<file path="src/logic/mips_consts.svh">
`ifndef MIPS_CONSTS_SVH
`define MIPS_CONSTS_SVH

// Datapath word width
`define MIPS_XLEN 32

// Register bank geometry
`define MIPS_NREGS 32
`define MIPS_RAW 5

// Opcode that stops the pipeline
`define MIPS_OP_HALT 6'h3F

`endif

</file>
<file path="src/logic/mips_pkg.sv">
`include "mips_consts.svh"

package mips_pkg;

    // Primary opcodes handled by the decoder
    typedef enum logic [5:0] {
        OP_RTYPE = 6'h00,
        OP_J     = 6'h02,
        OP_JAL   = 6'h03,
        OP_BEQ   = 6'h04,
        OP_BNE   = 6'h05,
        OP_ADDI  = 6'h08,
        OP_SLTI  = 6'h0A,
        OP_ANDI  = 6'h0C,
        OP_ORI   = 6'h0D,
        OP_LUI   = 6'h0F,
        OP_LB    = 6'h20,
        OP_LH    = 6'h21,
        OP_LW    = 6'h23,
        OP_LBU   = 6'h24,
        OP_LHU   = 6'h25,
        OP_SB    = 6'h28,
        OP_SH    = 6'h29,
        OP_SW    = 6'h2B,
        OP_HALT  = `MIPS_OP_HALT
    } opcode_e;

    // R-type function field
    typedef enum logic [5:0] {
        FN_SLL  = 6'h00,
        FN_SRL  = 6'h02,
        FN_JR   = 6'h08,
        FN_JALR = 6'h09,
        FN_ADDU = 6'h21,
        FN_SUBU = 6'h23,
        FN_AND  = 6'h24,
        FN_OR   = 6'h25,
        FN_XOR  = 6'h26,
        FN_SLT  = 6'h2A
    } funct_e;

    ////////////////////////////////////////////////////////////////////
    // Control groups carried down the pipe
    ////////////////////////////////////////////////////////////////////

    // alu_op: 0 add, 1 sub, 2 R-type, 3 immediate logic
    typedef struct packed {
        logic       alu_src;
        logic [1:0] alu_op;
        logic       reg_dst;
    } ctrl_ex_t;

    typedef struct packed {
        logic mem_read;
        logic mem_write;
        logic branch;
    } ctrl_mem_t;

    typedef struct packed {
        logic reg_write;
        logic mem_to_reg;
    } ctrl_wb_t;

    // size: 0 byte, 1 half, 2 word
    typedef struct packed {
        ctrl_ex_t   ex;
        ctrl_mem_t  mem;
        ctrl_wb_t   wb;
        logic [1:0] size;
        logic       is_signed;
        logic       is_bne;
        logic       halt;
    } ctrl_t;

    // Subset of ctrl_t that goes on to ID/EX
    typedef struct packed {
        ctrl_ex_t   ex;
        ctrl_mem_t  mem;
        ctrl_wb_t   wb;
        logic [1:0] size;
        logic       is_signed;
    } id_ctrl_t;

    ////////////////////////////////////////////////////////////////////
    // Stage boundaries
    ////////////////////////////////////////////////////////////////////

    typedef struct packed {
        logic                  we;
        logic [`MIPS_RAW-1:0]  addr;
        logic [`MIPS_XLEN-1:0] data;
    } wb_port_t;

    typedef struct packed {
        logic [`MIPS_XLEN-1:0] reg_a;
        logic [`MIPS_XLEN-1:0] reg_b;
        logic [`MIPS_XLEN-1:0] imm;
        opcode_e               opcode;
        logic [`MIPS_RAW-1:0]  rs;
        logic [`MIPS_RAW-1:0]  rt;
        logic [`MIPS_RAW-1:0]  rd;
        id_ctrl_t              ctrl;
    } id_out_t;

    typedef struct packed {
        logic                  branch_taken;
        logic [`MIPS_XLEN-1:0] pc_branch;
        logic                  jump;
        logic [`MIPS_XLEN-1:0] pc_jump;
        logic                  ret;
        logic                  link;
        logic [`MIPS_XLEN-1:0] return_address;
    } redirect_t;

endpackage

</file>
<file path="src/logic/branch_jump_unit.sv">
`timescale 1ns/1ns
`include "mips_consts.svh"

module branch_jump_unit (
    input  logic [`MIPS_XLEN-1:0] i_instr,
    input  logic [`MIPS_XLEN-1:0] i_pc,
    input  mips_pkg::ctrl_t       i_ctrl,
    input  logic                  i_bubble,
    input  logic [`MIPS_XLEN-1:0] i_reg_a,
    input  logic [`MIPS_XLEN-1:0] i_reg_b,
    output logic [`MIPS_XLEN-1:0] o_imm,
    output logic [`MIPS_RAW-1:0]  o_rd,
    output mips_pkg::redirect_t   o_redirect
);

    logic [5:0]  opcode;
    logic [5:0]  funct;
    logic [15:0] imm16;
    logic        is_rtype;
    logic        is_j;
    logic        is_jal;
    logic        is_jr;
    logic        is_jalr;
    logic        operands_eq;

    assign opcode = i_instr[31:26];
    assign funct  = i_instr[5:0];
    assign imm16  = i_instr[15:0];

    assign is_rtype = (opcode == mips_pkg::OP_RTYPE);
    assign is_j     = (opcode == mips_pkg::OP_J);
    assign is_jal   = (opcode == mips_pkg::OP_JAL);
    assign is_jr    = is_rtype && (funct == mips_pkg::FN_JR);
    assign is_jalr  = is_rtype && (funct == mips_pkg::FN_JALR);

    //////////////////////////////////////////////////////////////////////
    // Immediate and branch
    //////////////////////////////////////////////////////////////////////

    // Logic immediates are zero extended, LUI goes to the upper half
    always_comb begin
        if (opcode == mips_pkg::OP_ANDI || opcode == mips_pkg::OP_ORI) begin
            o_imm = {16'h0000, imm16};
        end else if (opcode == mips_pkg::OP_LUI) begin
            o_imm = {imm16, 16'h0000};
        end else begin
            o_imm = {{16{imm16[15]}}, imm16};
        end
    end

    assign operands_eq = (i_reg_a == i_reg_b);

    assign o_redirect.pc_branch    = i_pc + (o_imm << 2);
    // mem.branch already cleared by a bubble
    assign o_redirect.branch_taken = i_ctrl.mem.branch & (operands_eq ^ i_ctrl.is_bne);

    //////////////////////////////////////////////////////////////////////
    // Jumps and links
    //////////////////////////////////////////////////////////////////////

    assign o_redirect.ret     = is_jr | is_jalr;
    assign o_redirect.jump    = ~i_bubble & (is_j | is_jal | is_jr | is_jalr);
    assign o_redirect.pc_jump = (is_jr | is_jalr) ? i_reg_a
                                                  : {i_pc[31:28], i_instr[25:0], 2'b00};

    assign o_redirect.link           = ~i_bubble & (is_jal | is_jalr);
    assign o_redirect.return_address = i_pc + `MIPS_XLEN'd4;

    // Destination: r31 for JAL, rd for R-type, rt for the rest
    always_comb begin
        if (is_jal) begin
            o_rd = `MIPS_RAW'd31;
        end else if (is_rtype) begin
            o_rd = i_instr[15:11];
        end else begin
            o_rd = i_instr[20:16];
        end
    end

endmodule

</file>
<file path="src/logic/id_stage.sv">
`timescale 1ns/1ns
`include "mips_consts.svh"

module id_stage (
    input  logic                  i_clock,
    input  logic                  i_rst,
    input  logic [`MIPS_XLEN-1:0] i_instr,
    input  logic [`MIPS_XLEN-1:0] i_pc,
    input  logic                  i_bubble,
    input  mips_pkg::wb_port_t    i_wb,
    output mips_pkg::id_out_t     o_id,
    output mips_pkg::redirect_t   o_redirect,
    output logic                  o_halt
);

    mips_pkg::opcode_e     opcode;
    mips_pkg::funct_e      funct;
    logic [`MIPS_RAW-1:0]  rs;
    logic [`MIPS_RAW-1:0]  rt;
    mips_pkg::ctrl_t       ctrl;
    logic [`MIPS_XLEN-1:0] reg_a;
    logic [`MIPS_XLEN-1:0] reg_b;
    logic [`MIPS_XLEN-1:0] imm;
    logic [`MIPS_RAW-1:0]  rd;

    // Instruction fields
    assign opcode = mips_pkg::opcode_e'(i_instr[31:26]);
    assign funct  = mips_pkg::funct_e'(i_instr[5:0]);
    assign rs     = i_instr[25:21];
    assign rt     = i_instr[20:16];

    main_control u_main_control (
        .i_opcode (opcode),
        .i_funct  (funct),
        .i_bubble (i_bubble),
        .o_ctrl   (ctrl)
    );

    reg_bank u_reg_bank (
        .i_clock  (i_clock),
        .i_rst    (i_rst),
        .i_wb     (i_wb),
        .i_rs     (rs),
        .i_rt     (rt),
        .o_reg_a  (reg_a),
        .o_reg_b  (reg_b)
    );

    branch_jump_unit u_branch_jump (
        .i_instr    (i_instr),
        .i_pc       (i_pc),
        .i_ctrl     (ctrl),
        .i_bubble   (i_bubble),
        .i_reg_a    (reg_a),
        .i_reg_b    (reg_b),
        .o_imm      (imm),
        .o_rd       (rd),
        .o_redirect (o_redirect)
    );

    //////////////////////////////////////////////////////////////////////
    // Toward ID/EX
    //////////////////////////////////////////////////////////////////////

    assign o_id.reg_a          = reg_a;
    assign o_id.reg_b          = reg_b;
    assign o_id.imm            = imm;
    assign o_id.opcode         = opcode;
    assign o_id.rs             = rs;
    assign o_id.rt             = rt;
    assign o_id.rd             = rd;
    assign o_id.ctrl.ex        = ctrl.ex;
    assign o_id.ctrl.mem       = ctrl.mem;
    assign o_id.ctrl.wb        = ctrl.wb;
    assign o_id.ctrl.size      = ctrl.size;
    assign o_id.ctrl.is_signed = ctrl.is_signed;

    assign o_halt = ctrl.halt;

endmodule

</file>
<file path="src/logic/main_control.sv">
`timescale 1ns/1ns
`include "mips_consts.svh"

module main_control (
    input  mips_pkg::opcode_e i_opcode,
    input  mips_pkg::funct_e  i_funct,
    input  logic              i_bubble,
    output mips_pkg::ctrl_t   o_ctrl
);

    mips_pkg::ctrl_t dec;

    //////////////////////////////////////////////////////////////////////
    // Raw decode
    //////////////////////////////////////////////////////////////////////

    always_comb begin
        dec = '0;
        case (i_opcode)
            mips_pkg::OP_RTYPE: begin
                case (i_funct)
                    mips_pkg::FN_ADDU, mips_pkg::FN_SUBU, mips_pkg::FN_AND,
                    mips_pkg::FN_OR, mips_pkg::FN_XOR, mips_pkg::FN_SLT,
                    mips_pkg::FN_SLL, mips_pkg::FN_SRL, mips_pkg::FN_JALR: begin
                        dec.ex.alu_op    = 2'd2;
                        dec.ex.reg_dst   = 1'b1;
                        dec.wb.reg_write = 1'b1;
                    end
                    // JR only redirects, nothing to write back
                    default: dec = '0;
                endcase
            end
            mips_pkg::OP_ADDI: begin
                dec.ex.alu_src   = 1'b1;
                dec.wb.reg_write = 1'b1;
            end
            mips_pkg::OP_ANDI, mips_pkg::OP_ORI, mips_pkg::OP_LUI, mips_pkg::OP_SLTI: begin
                dec.ex.alu_src   = 1'b1;
                dec.ex.alu_op    = 2'd3;
                dec.wb.reg_write = 1'b1;
            end
            mips_pkg::OP_LW, mips_pkg::OP_LH, mips_pkg::OP_LHU,
            mips_pkg::OP_LB, mips_pkg::OP_LBU: begin
                dec.ex.alu_src    = 1'b1;
                dec.mem.mem_read  = 1'b1;
                dec.wb.reg_write  = 1'b1;
                dec.wb.mem_to_reg = 1'b1;
                dec.is_signed     = (i_opcode == mips_pkg::OP_LW) ||
                                    (i_opcode == mips_pkg::OP_LH) ||
                                    (i_opcode == mips_pkg::OP_LB);
                if (i_opcode == mips_pkg::OP_LW) begin
                    dec.size = 2'd2;
                end else if (i_opcode == mips_pkg::OP_LH || i_opcode == mips_pkg::OP_LHU) begin
                    dec.size = 2'd1;
                end
            end
            mips_pkg::OP_SW, mips_pkg::OP_SH, mips_pkg::OP_SB: begin
                dec.ex.alu_src    = 1'b1;
                dec.mem.mem_write = 1'b1;
                if (i_opcode == mips_pkg::OP_SW) begin
                    dec.size = 2'd2;
                end else if (i_opcode == mips_pkg::OP_SH) begin
                    dec.size = 2'd1;
                end
            end
            mips_pkg::OP_BEQ, mips_pkg::OP_BNE: begin
                dec.ex.alu_op  = 2'd1;
                dec.mem.branch = 1'b1;
                dec.is_bne     = (i_opcode == mips_pkg::OP_BNE);
            end
            // Return address lands in r31
            mips_pkg::OP_JAL: dec.wb.reg_write = 1'b1;
            `MIPS_OP_HALT:    dec.halt = 1'b1;
            default:          dec = '0;
        endcase
    end

    // Bubble squashes everything that acts later in the pipe
    always_comb begin
        o_ctrl = dec;
        if (i_bubble) begin
            o_ctrl.ex   = '0;
            o_ctrl.mem  = '0;
            o_ctrl.wb   = '0;
            o_ctrl.halt = 1'b0;
        end
    end

endmodule

</file>
<file path="src/logic/reg_bank.sv">
`timescale 1ns/1ns
`include "mips_consts.svh"

module reg_bank (
    input  logic                  i_clock,
    input  logic                  i_rst,
    input  mips_pkg::wb_port_t    i_wb,
    input  logic [`MIPS_RAW-1:0]  i_rs,
    input  logic [`MIPS_RAW-1:0]  i_rt,
    output logic [`MIPS_XLEN-1:0] o_reg_a,
    output logic [`MIPS_XLEN-1:0] o_reg_b
);

    logic [`MIPS_XLEN-1:0] regs [`MIPS_NREGS];

    // Single write port, r0 stays at its reset value
    always_ff @(posedge i_clock) begin
        if (i_rst) begin
            for (int i = 0; i < `MIPS_NREGS; i++) begin
                regs[i] <= '0;
            end
        end else if (i_wb.we && (i_wb.addr != '0)) begin
            regs[i_wb.addr] <= i_wb.data;
        end
    end

    // Reads see the old value during a write cycle
    assign o_reg_a = regs[i_rs];
    assign o_reg_b = regs[i_rt];

endmodule

</file>
<file path="config.mk">
export PLATFORM = sky130hd
export DESIGN_NAME = id_stage
export DESIGN_NICKNAME = d
export VERILOG_FILES = /design/src/logic/mips_pkg.sv /design/src/logic/branch_jump_unit.sv /design/src/logic/id_stage.sv /design/src/logic/main_control.sv /design/src/logic/reg_bank.sv
export VERILOG_INCLUDE_DIRS = /design/src /design/src/logic
export SDC_FILE = /design/constraint.sdc
export NUM_CORES = 2
export LEC_CHECK = 0
export BUFFER_PORTS_ARGS = -buffer_cell sky130_fd_sc_hd__buf_2
export CAP_MARGIN = 20
export CORE_MARGIN = 2
export CORE_UTILIZATION = 62
export CTS_CLUSTER_SIZE = 28
export DETAILED_ROUTE_END_ITERATION = 7
export PLACE_DENSITY = 0.81
export SLEW_MARGIN = 20
export SYNTH_ARGS = -nofsm -noshare
export SYNTH_HDL_FRONTEND = slang
export SYNTH_SLANG_ARGS = --single-unit
</file>
<file path="constraint.sdc">
create_clock -name i_clock -period 10.5 [get_ports i_clock]
set_input_delay 2.625 -clock i_clock [delete_from_list [all_inputs] [get_ports i_clock]]
set_output_delay 2.625 -clock i_clock [all_outputs]
set_load 0.005 [all_outputs]
</file>
# Word level (Yosys, flattened, before mapping)
# Memory sizes are Yosys's and may differ from the RTL's.
# Index checks and enable logic that the tools add are counted.
dict set report totals {
  ff_bits 0
  latchBits 0
  ram_bits 1024
  rom_bits 0
  input_bits 105
  output_inout_bits 230
  word_cells 91
  n_memories 1
}
dict set report op_classes {
  addsub 2
  n_mul 0
  n_div 0
  n_lt_le_gt_ge 0
  n_eq_ne 28
  n_shift 0
  n_mux 32
  bitwise_logic 10
  n_reduce_logical 18
}
# memory words width read_ports rd_clocked_by_memory_dff wr line
set mem_list {}
lappend mem_list {u_reg_bank.regs 32 32 2 0 32 reg_bank.sv:14} ;# logic [`MIPS_XLEN-1:0] regs [`MIPS_NREGS];
# cell count
set op_table {}
lappend op_table {{32-bit two-way mux} 3}
lappend op_table {{6-bit == test, second input constant} 15}
lappend op_table {{6-bit by 4-bit == test with 1-bit output, second input constant} 7}
lappend op_table {{32-bit by 3-bit adder with 32-bit output, second input constant} 1}
lappend op_table {{32-bit adder} 1}
lappend op_table {{32-bit == test} 1}
lappend op_table {{32-bit OR reduction} 1}
lappend op_table {{31-bit two-way mux} 1}
lappend op_table {{6-bit by 2-bit == test with 1-bit output, second input constant} 3}
lappend op_table {{1-bit two-way mux} 18}
lappend op_table {{5-bit two-way mux} 3}
lappend op_table {{13-bit OR reduction} 1}
lappend op_table {{6-bit by 3-bit == test with 1-bit output, second input constant} 2}
lappend op_table {{6-bit zero test} 2}
lappend op_table {{11-bit OR reduction} 1}
lappend op_table {{9-bit two-way mux} 1}
lappend op_table {{9-bit OR reduction} 1}
lappend op_table {{2-bit case mux with 3 select lines} 1}
lappend op_table {{1-bit bitwise OR} 5}
lappend op_table {{5-bit nonzero test} 1}
lappend op_table {{5-bit OR reduction} 1}
lappend op_table {{1-bit logical OR} 4}
lappend op_table {{2-bit two-way mux} 2}
lappend op_table {{2-bit case mux with 2 select lines} 1}
lappend op_table {{9 further kinds} 13}

# Depth between registers and ports, before layout
dict set report logic_depth {
  word_depth 7
  ltp_mapped 17
  ltp_nobuf 14
}

# By module
# A second synthesis with hierarchy kept.
dict set report hier_totals {
  cells_unflattened 5175
  area_unflattened_um2 59899.9
}
# module n_inst cells_each area_per_inst_um2 seq_area_each_um2
set modules_own_cells {}
lappend modules_own_cells {reg_bank 1 4605 55916.1 30749.5}
lappend modules_own_cells {branch_jump_unit 1 500 3509.6 0.0}
lappend modules_own_cells {main_control 1 54 354.1 0.0}
lappend modules_own_cells {id_stage 1 16 120.1 0.0}

# Worst setup path before layout
# No wires, ideal clock.
dict set report synth_timing {
  path_type {in2out}
  from {input port i_instr[28]}
  to {output port o_redirect[87] in the netlist's numbering}
  arrival_ps 6375
  t_required_ps 7875
  setup_slack_ps 1500
  stages 16
  n_path_buf 2
  path_cell_list {clkbuf_1 nand2_1 nor3_1 clkbuf_1 nor2b_1 ha_1 fa_1 a211oi_1 o21bai_1 a2111oi_0 o221ai_1 a21o_1 a21o_1 a221oi_2 mux2i_1 nand3_1}
}
# item line
set synth_rtl {}
lappend synth_rtl {{start: declaration} id_stage.sv:7} ;# input logic [`MIPS_XLEN-1:0] i_instr,
lappend synth_rtl {{end: declaration} id_stage.sv:12} ;# output mips_pkg::redirect_t o_redirect,

==> results.md <==
- Kind of critical path: primary input to primary output
- Hold Worst Slack: between 2000 and 3000 ps
- First-pass GRT wire length: 298 mm
- Largest fanout on the critical path: 60
- Via Count: 46300
- RSZ-0062 raised after global routing: false
- # rows: 114
- Peak supply drop: 0.000134 V
- Total GRT Usage: 41.7%
- Post-Route WL: 211 mm
- Register area share after synthesis: around 51%
- Final Hold Fails: 0
- Synth Register Bits: ~1000
- Ratio of cells with drive above 1 in the final layout: 18.5%
- GPL Wtd Cong: 0.994
- Post-synthesis async set-or-reset flop share: 0%
- Synth warn: 0
- DIE HEIGHT: 315 um
- Synth Instances: 5018
- Die W: approximately 310 um
- Clock transition at the registers of the reported paths: about 60 ps
- Vias in the first global route: 44400
- Clock root buffer: clkbuf_16
- Top Registers: u_reg_bank.regs: 1024 flops
- WL per Instance: 32.1 um
- Leakage: roughly 25 nW
- Area grow syn2layout: 9.71%
- Initial antenna violation count: 27
- Main synth FF type: edfxtp_1
- Critical Path RT: 7880 ps
- CP Capture Type: primary output
- Startpoint types: primary input
- Drt first pass iters: 8
- Vias per Instance: 7.05
- ANT nets after route: 0
- Max Transition Viols Final: 0
- Inserted Clock Buffers: roughly 110
- CTS Sinks: about 1000
- Nets@finish: 5335
- CTS tree: yes
- DRC Markers: 0
- Remaining Overflow, GRT: 0
- Hpwl dp: around 130 mm
- PD cells: ~150 mW/mm^2
- Syn Std Cell Area: 0.0599 sq mm
- Library cells used by synthesis: 75
- Status: finished clean
- Largest net degree at the start of global routing: 65
- CTS HTree Levels: 3
- Post-synth EDFFs: 1024
- Tcrit/Tclk final: 93.6%
- PortBufs: around 330
- Post-CTS Resized: 0
- Period minus WS final: 9830 ps
- Ports: approximately 340
- Die area: 0.0991 sq mm
- Fmax: 102 MHz
- Max_slew headroom: 14.3%
- Number of DRC markers in iteration 0: 8049
- Post-Route Setup TNS: 0 ps
- Max reg flops: 1024
- Worst Tran Pin Value: 1270 ps
- Biggest register: u_reg_bank.regs
- CTS Buffer Depth: 3
- Core ar.: just under 0.1 sq mm
- Worst endpoint data arrival time: 7200 ps
- Max-capacitance violation count: 0
- Starting Density: 62.2%
- Hold Crit Class: primary input to register
- Syn_area_per_cell: 11.9 sq um
- CTS Hold Bufs: 0
- Final setup fails: 0
- Postcts setup bufs: 0
layout by cell type (no fill, tap or decap), types with 107 or more instances in the layout:
master and instances:
mux2i_1 687, a21oi_1 116, buf_2 324, nand2_1 159, edfxtp_1 1024, mux2_2 110
and2_1 1001, o22ai_1 256, nand3_1 107, buf_4 175, clkbuf_16 107
cell usage after synthesis, types with 70 or more instances:
library cell  count  area share [%]
a21oi_1         116            0.97
and2_1         1001              10
buf_2            97            0.81
clkbuf_1        264             1.7
edfxtp_1       1024              51
mux2_2          110             2.1
mux2i_1         687              11
mux4_2           90             3.4
nand2_1         159             1.0
nand3_1         107            0.89
nor2_1          100            0.63
nor2b_1          85            0.89
nor4_1           70            0.73
o21ai_0          77            0.64
o22ai_1         256             2.7
worst paths after layout:
check              startpoint                      end  slack, ps  cells past startpoint
setup / recovery  i_instr[17]           o_redirect[99]        670                     13
hold / removal       i_wb[21]  u_reg_bank.regs[31][21]       2520                      2
through the flow:
step | util (%) | setup slack (ps) | instance area, sq um | total power, mW | std cells
after floorplan | - | 1500 | 60000 | 5.80 | 5049
after global placement | 64.9 | 836 | 62500 | 6.41 | 6368
after detailed placement | 65.0 | 909 | 62500 | 6.45 | 6368
after CTS | 68.2 | 890 | 65700 | 9.89 | 6557
after global routing | 68.2 | 660 | 65700 | 10.2 | 6563
final | 68.3 | 675 | 65700 | 9.99 | 6570
power by group:
part	internal [mW]	switching, mW	total (mW)
combinational	0.571	1.03	1.60
sequential	4.73	0.123	4.85
clock	1.93	1.60	3.54
total	7.23	2.76	9.99
area by class of cell:
type                       instances  area, sq um
antenna                           13         32.5
clock buffer                     133         2780
clock inverter                    56          378
fill                            6896        30600
inverter                          15         56.3
multi-input combinational       3530        26700
sequential                      1024        30700
tap                             1276         1600
timing repair buffer             523         3400
cells by family after synthesis:
| kind of cell | after synthesis | share of synthesized area [%] |
|---|---|---|
| XOR/XNOR | 52 | 0.760 |
| multiplexers | 893 | 17.2 |
| flip-flops | 1024 | 51.3 |
| AND/OR/NAND/NOR | 1749 | 17.1 |
| other | 1 | 0.00626 |
| adder cells (fa/ha/maj) | 31 | 0.660 |
| buffers and inverters | 495 | 4.49 |
| AO/OA/AOI/OAI | 773 | 8.51 |
per-layer routing:
layer	wire [um]	track usage (%)	up-vias
li1	-	-	19100
met1	74000	55.3	22400
met2	89600	60.0	4036
met3	31400	12.1	834
met4	15500	27.4	16
met5	106	0	-
worst max-delay path: stages:
cell,delay [ps]
buf_8,480
buf_12,380
mux2i_1,370
o22ai_1,120
nor4_1,850
buf_4,230
o311a_1,200
a211o_1,140
nand4_1,280
nor4_1,390
nand4_1,350
mux2i_1,400
buf_2,180
No activity file was read; power rests on OpenSTA's default activity.
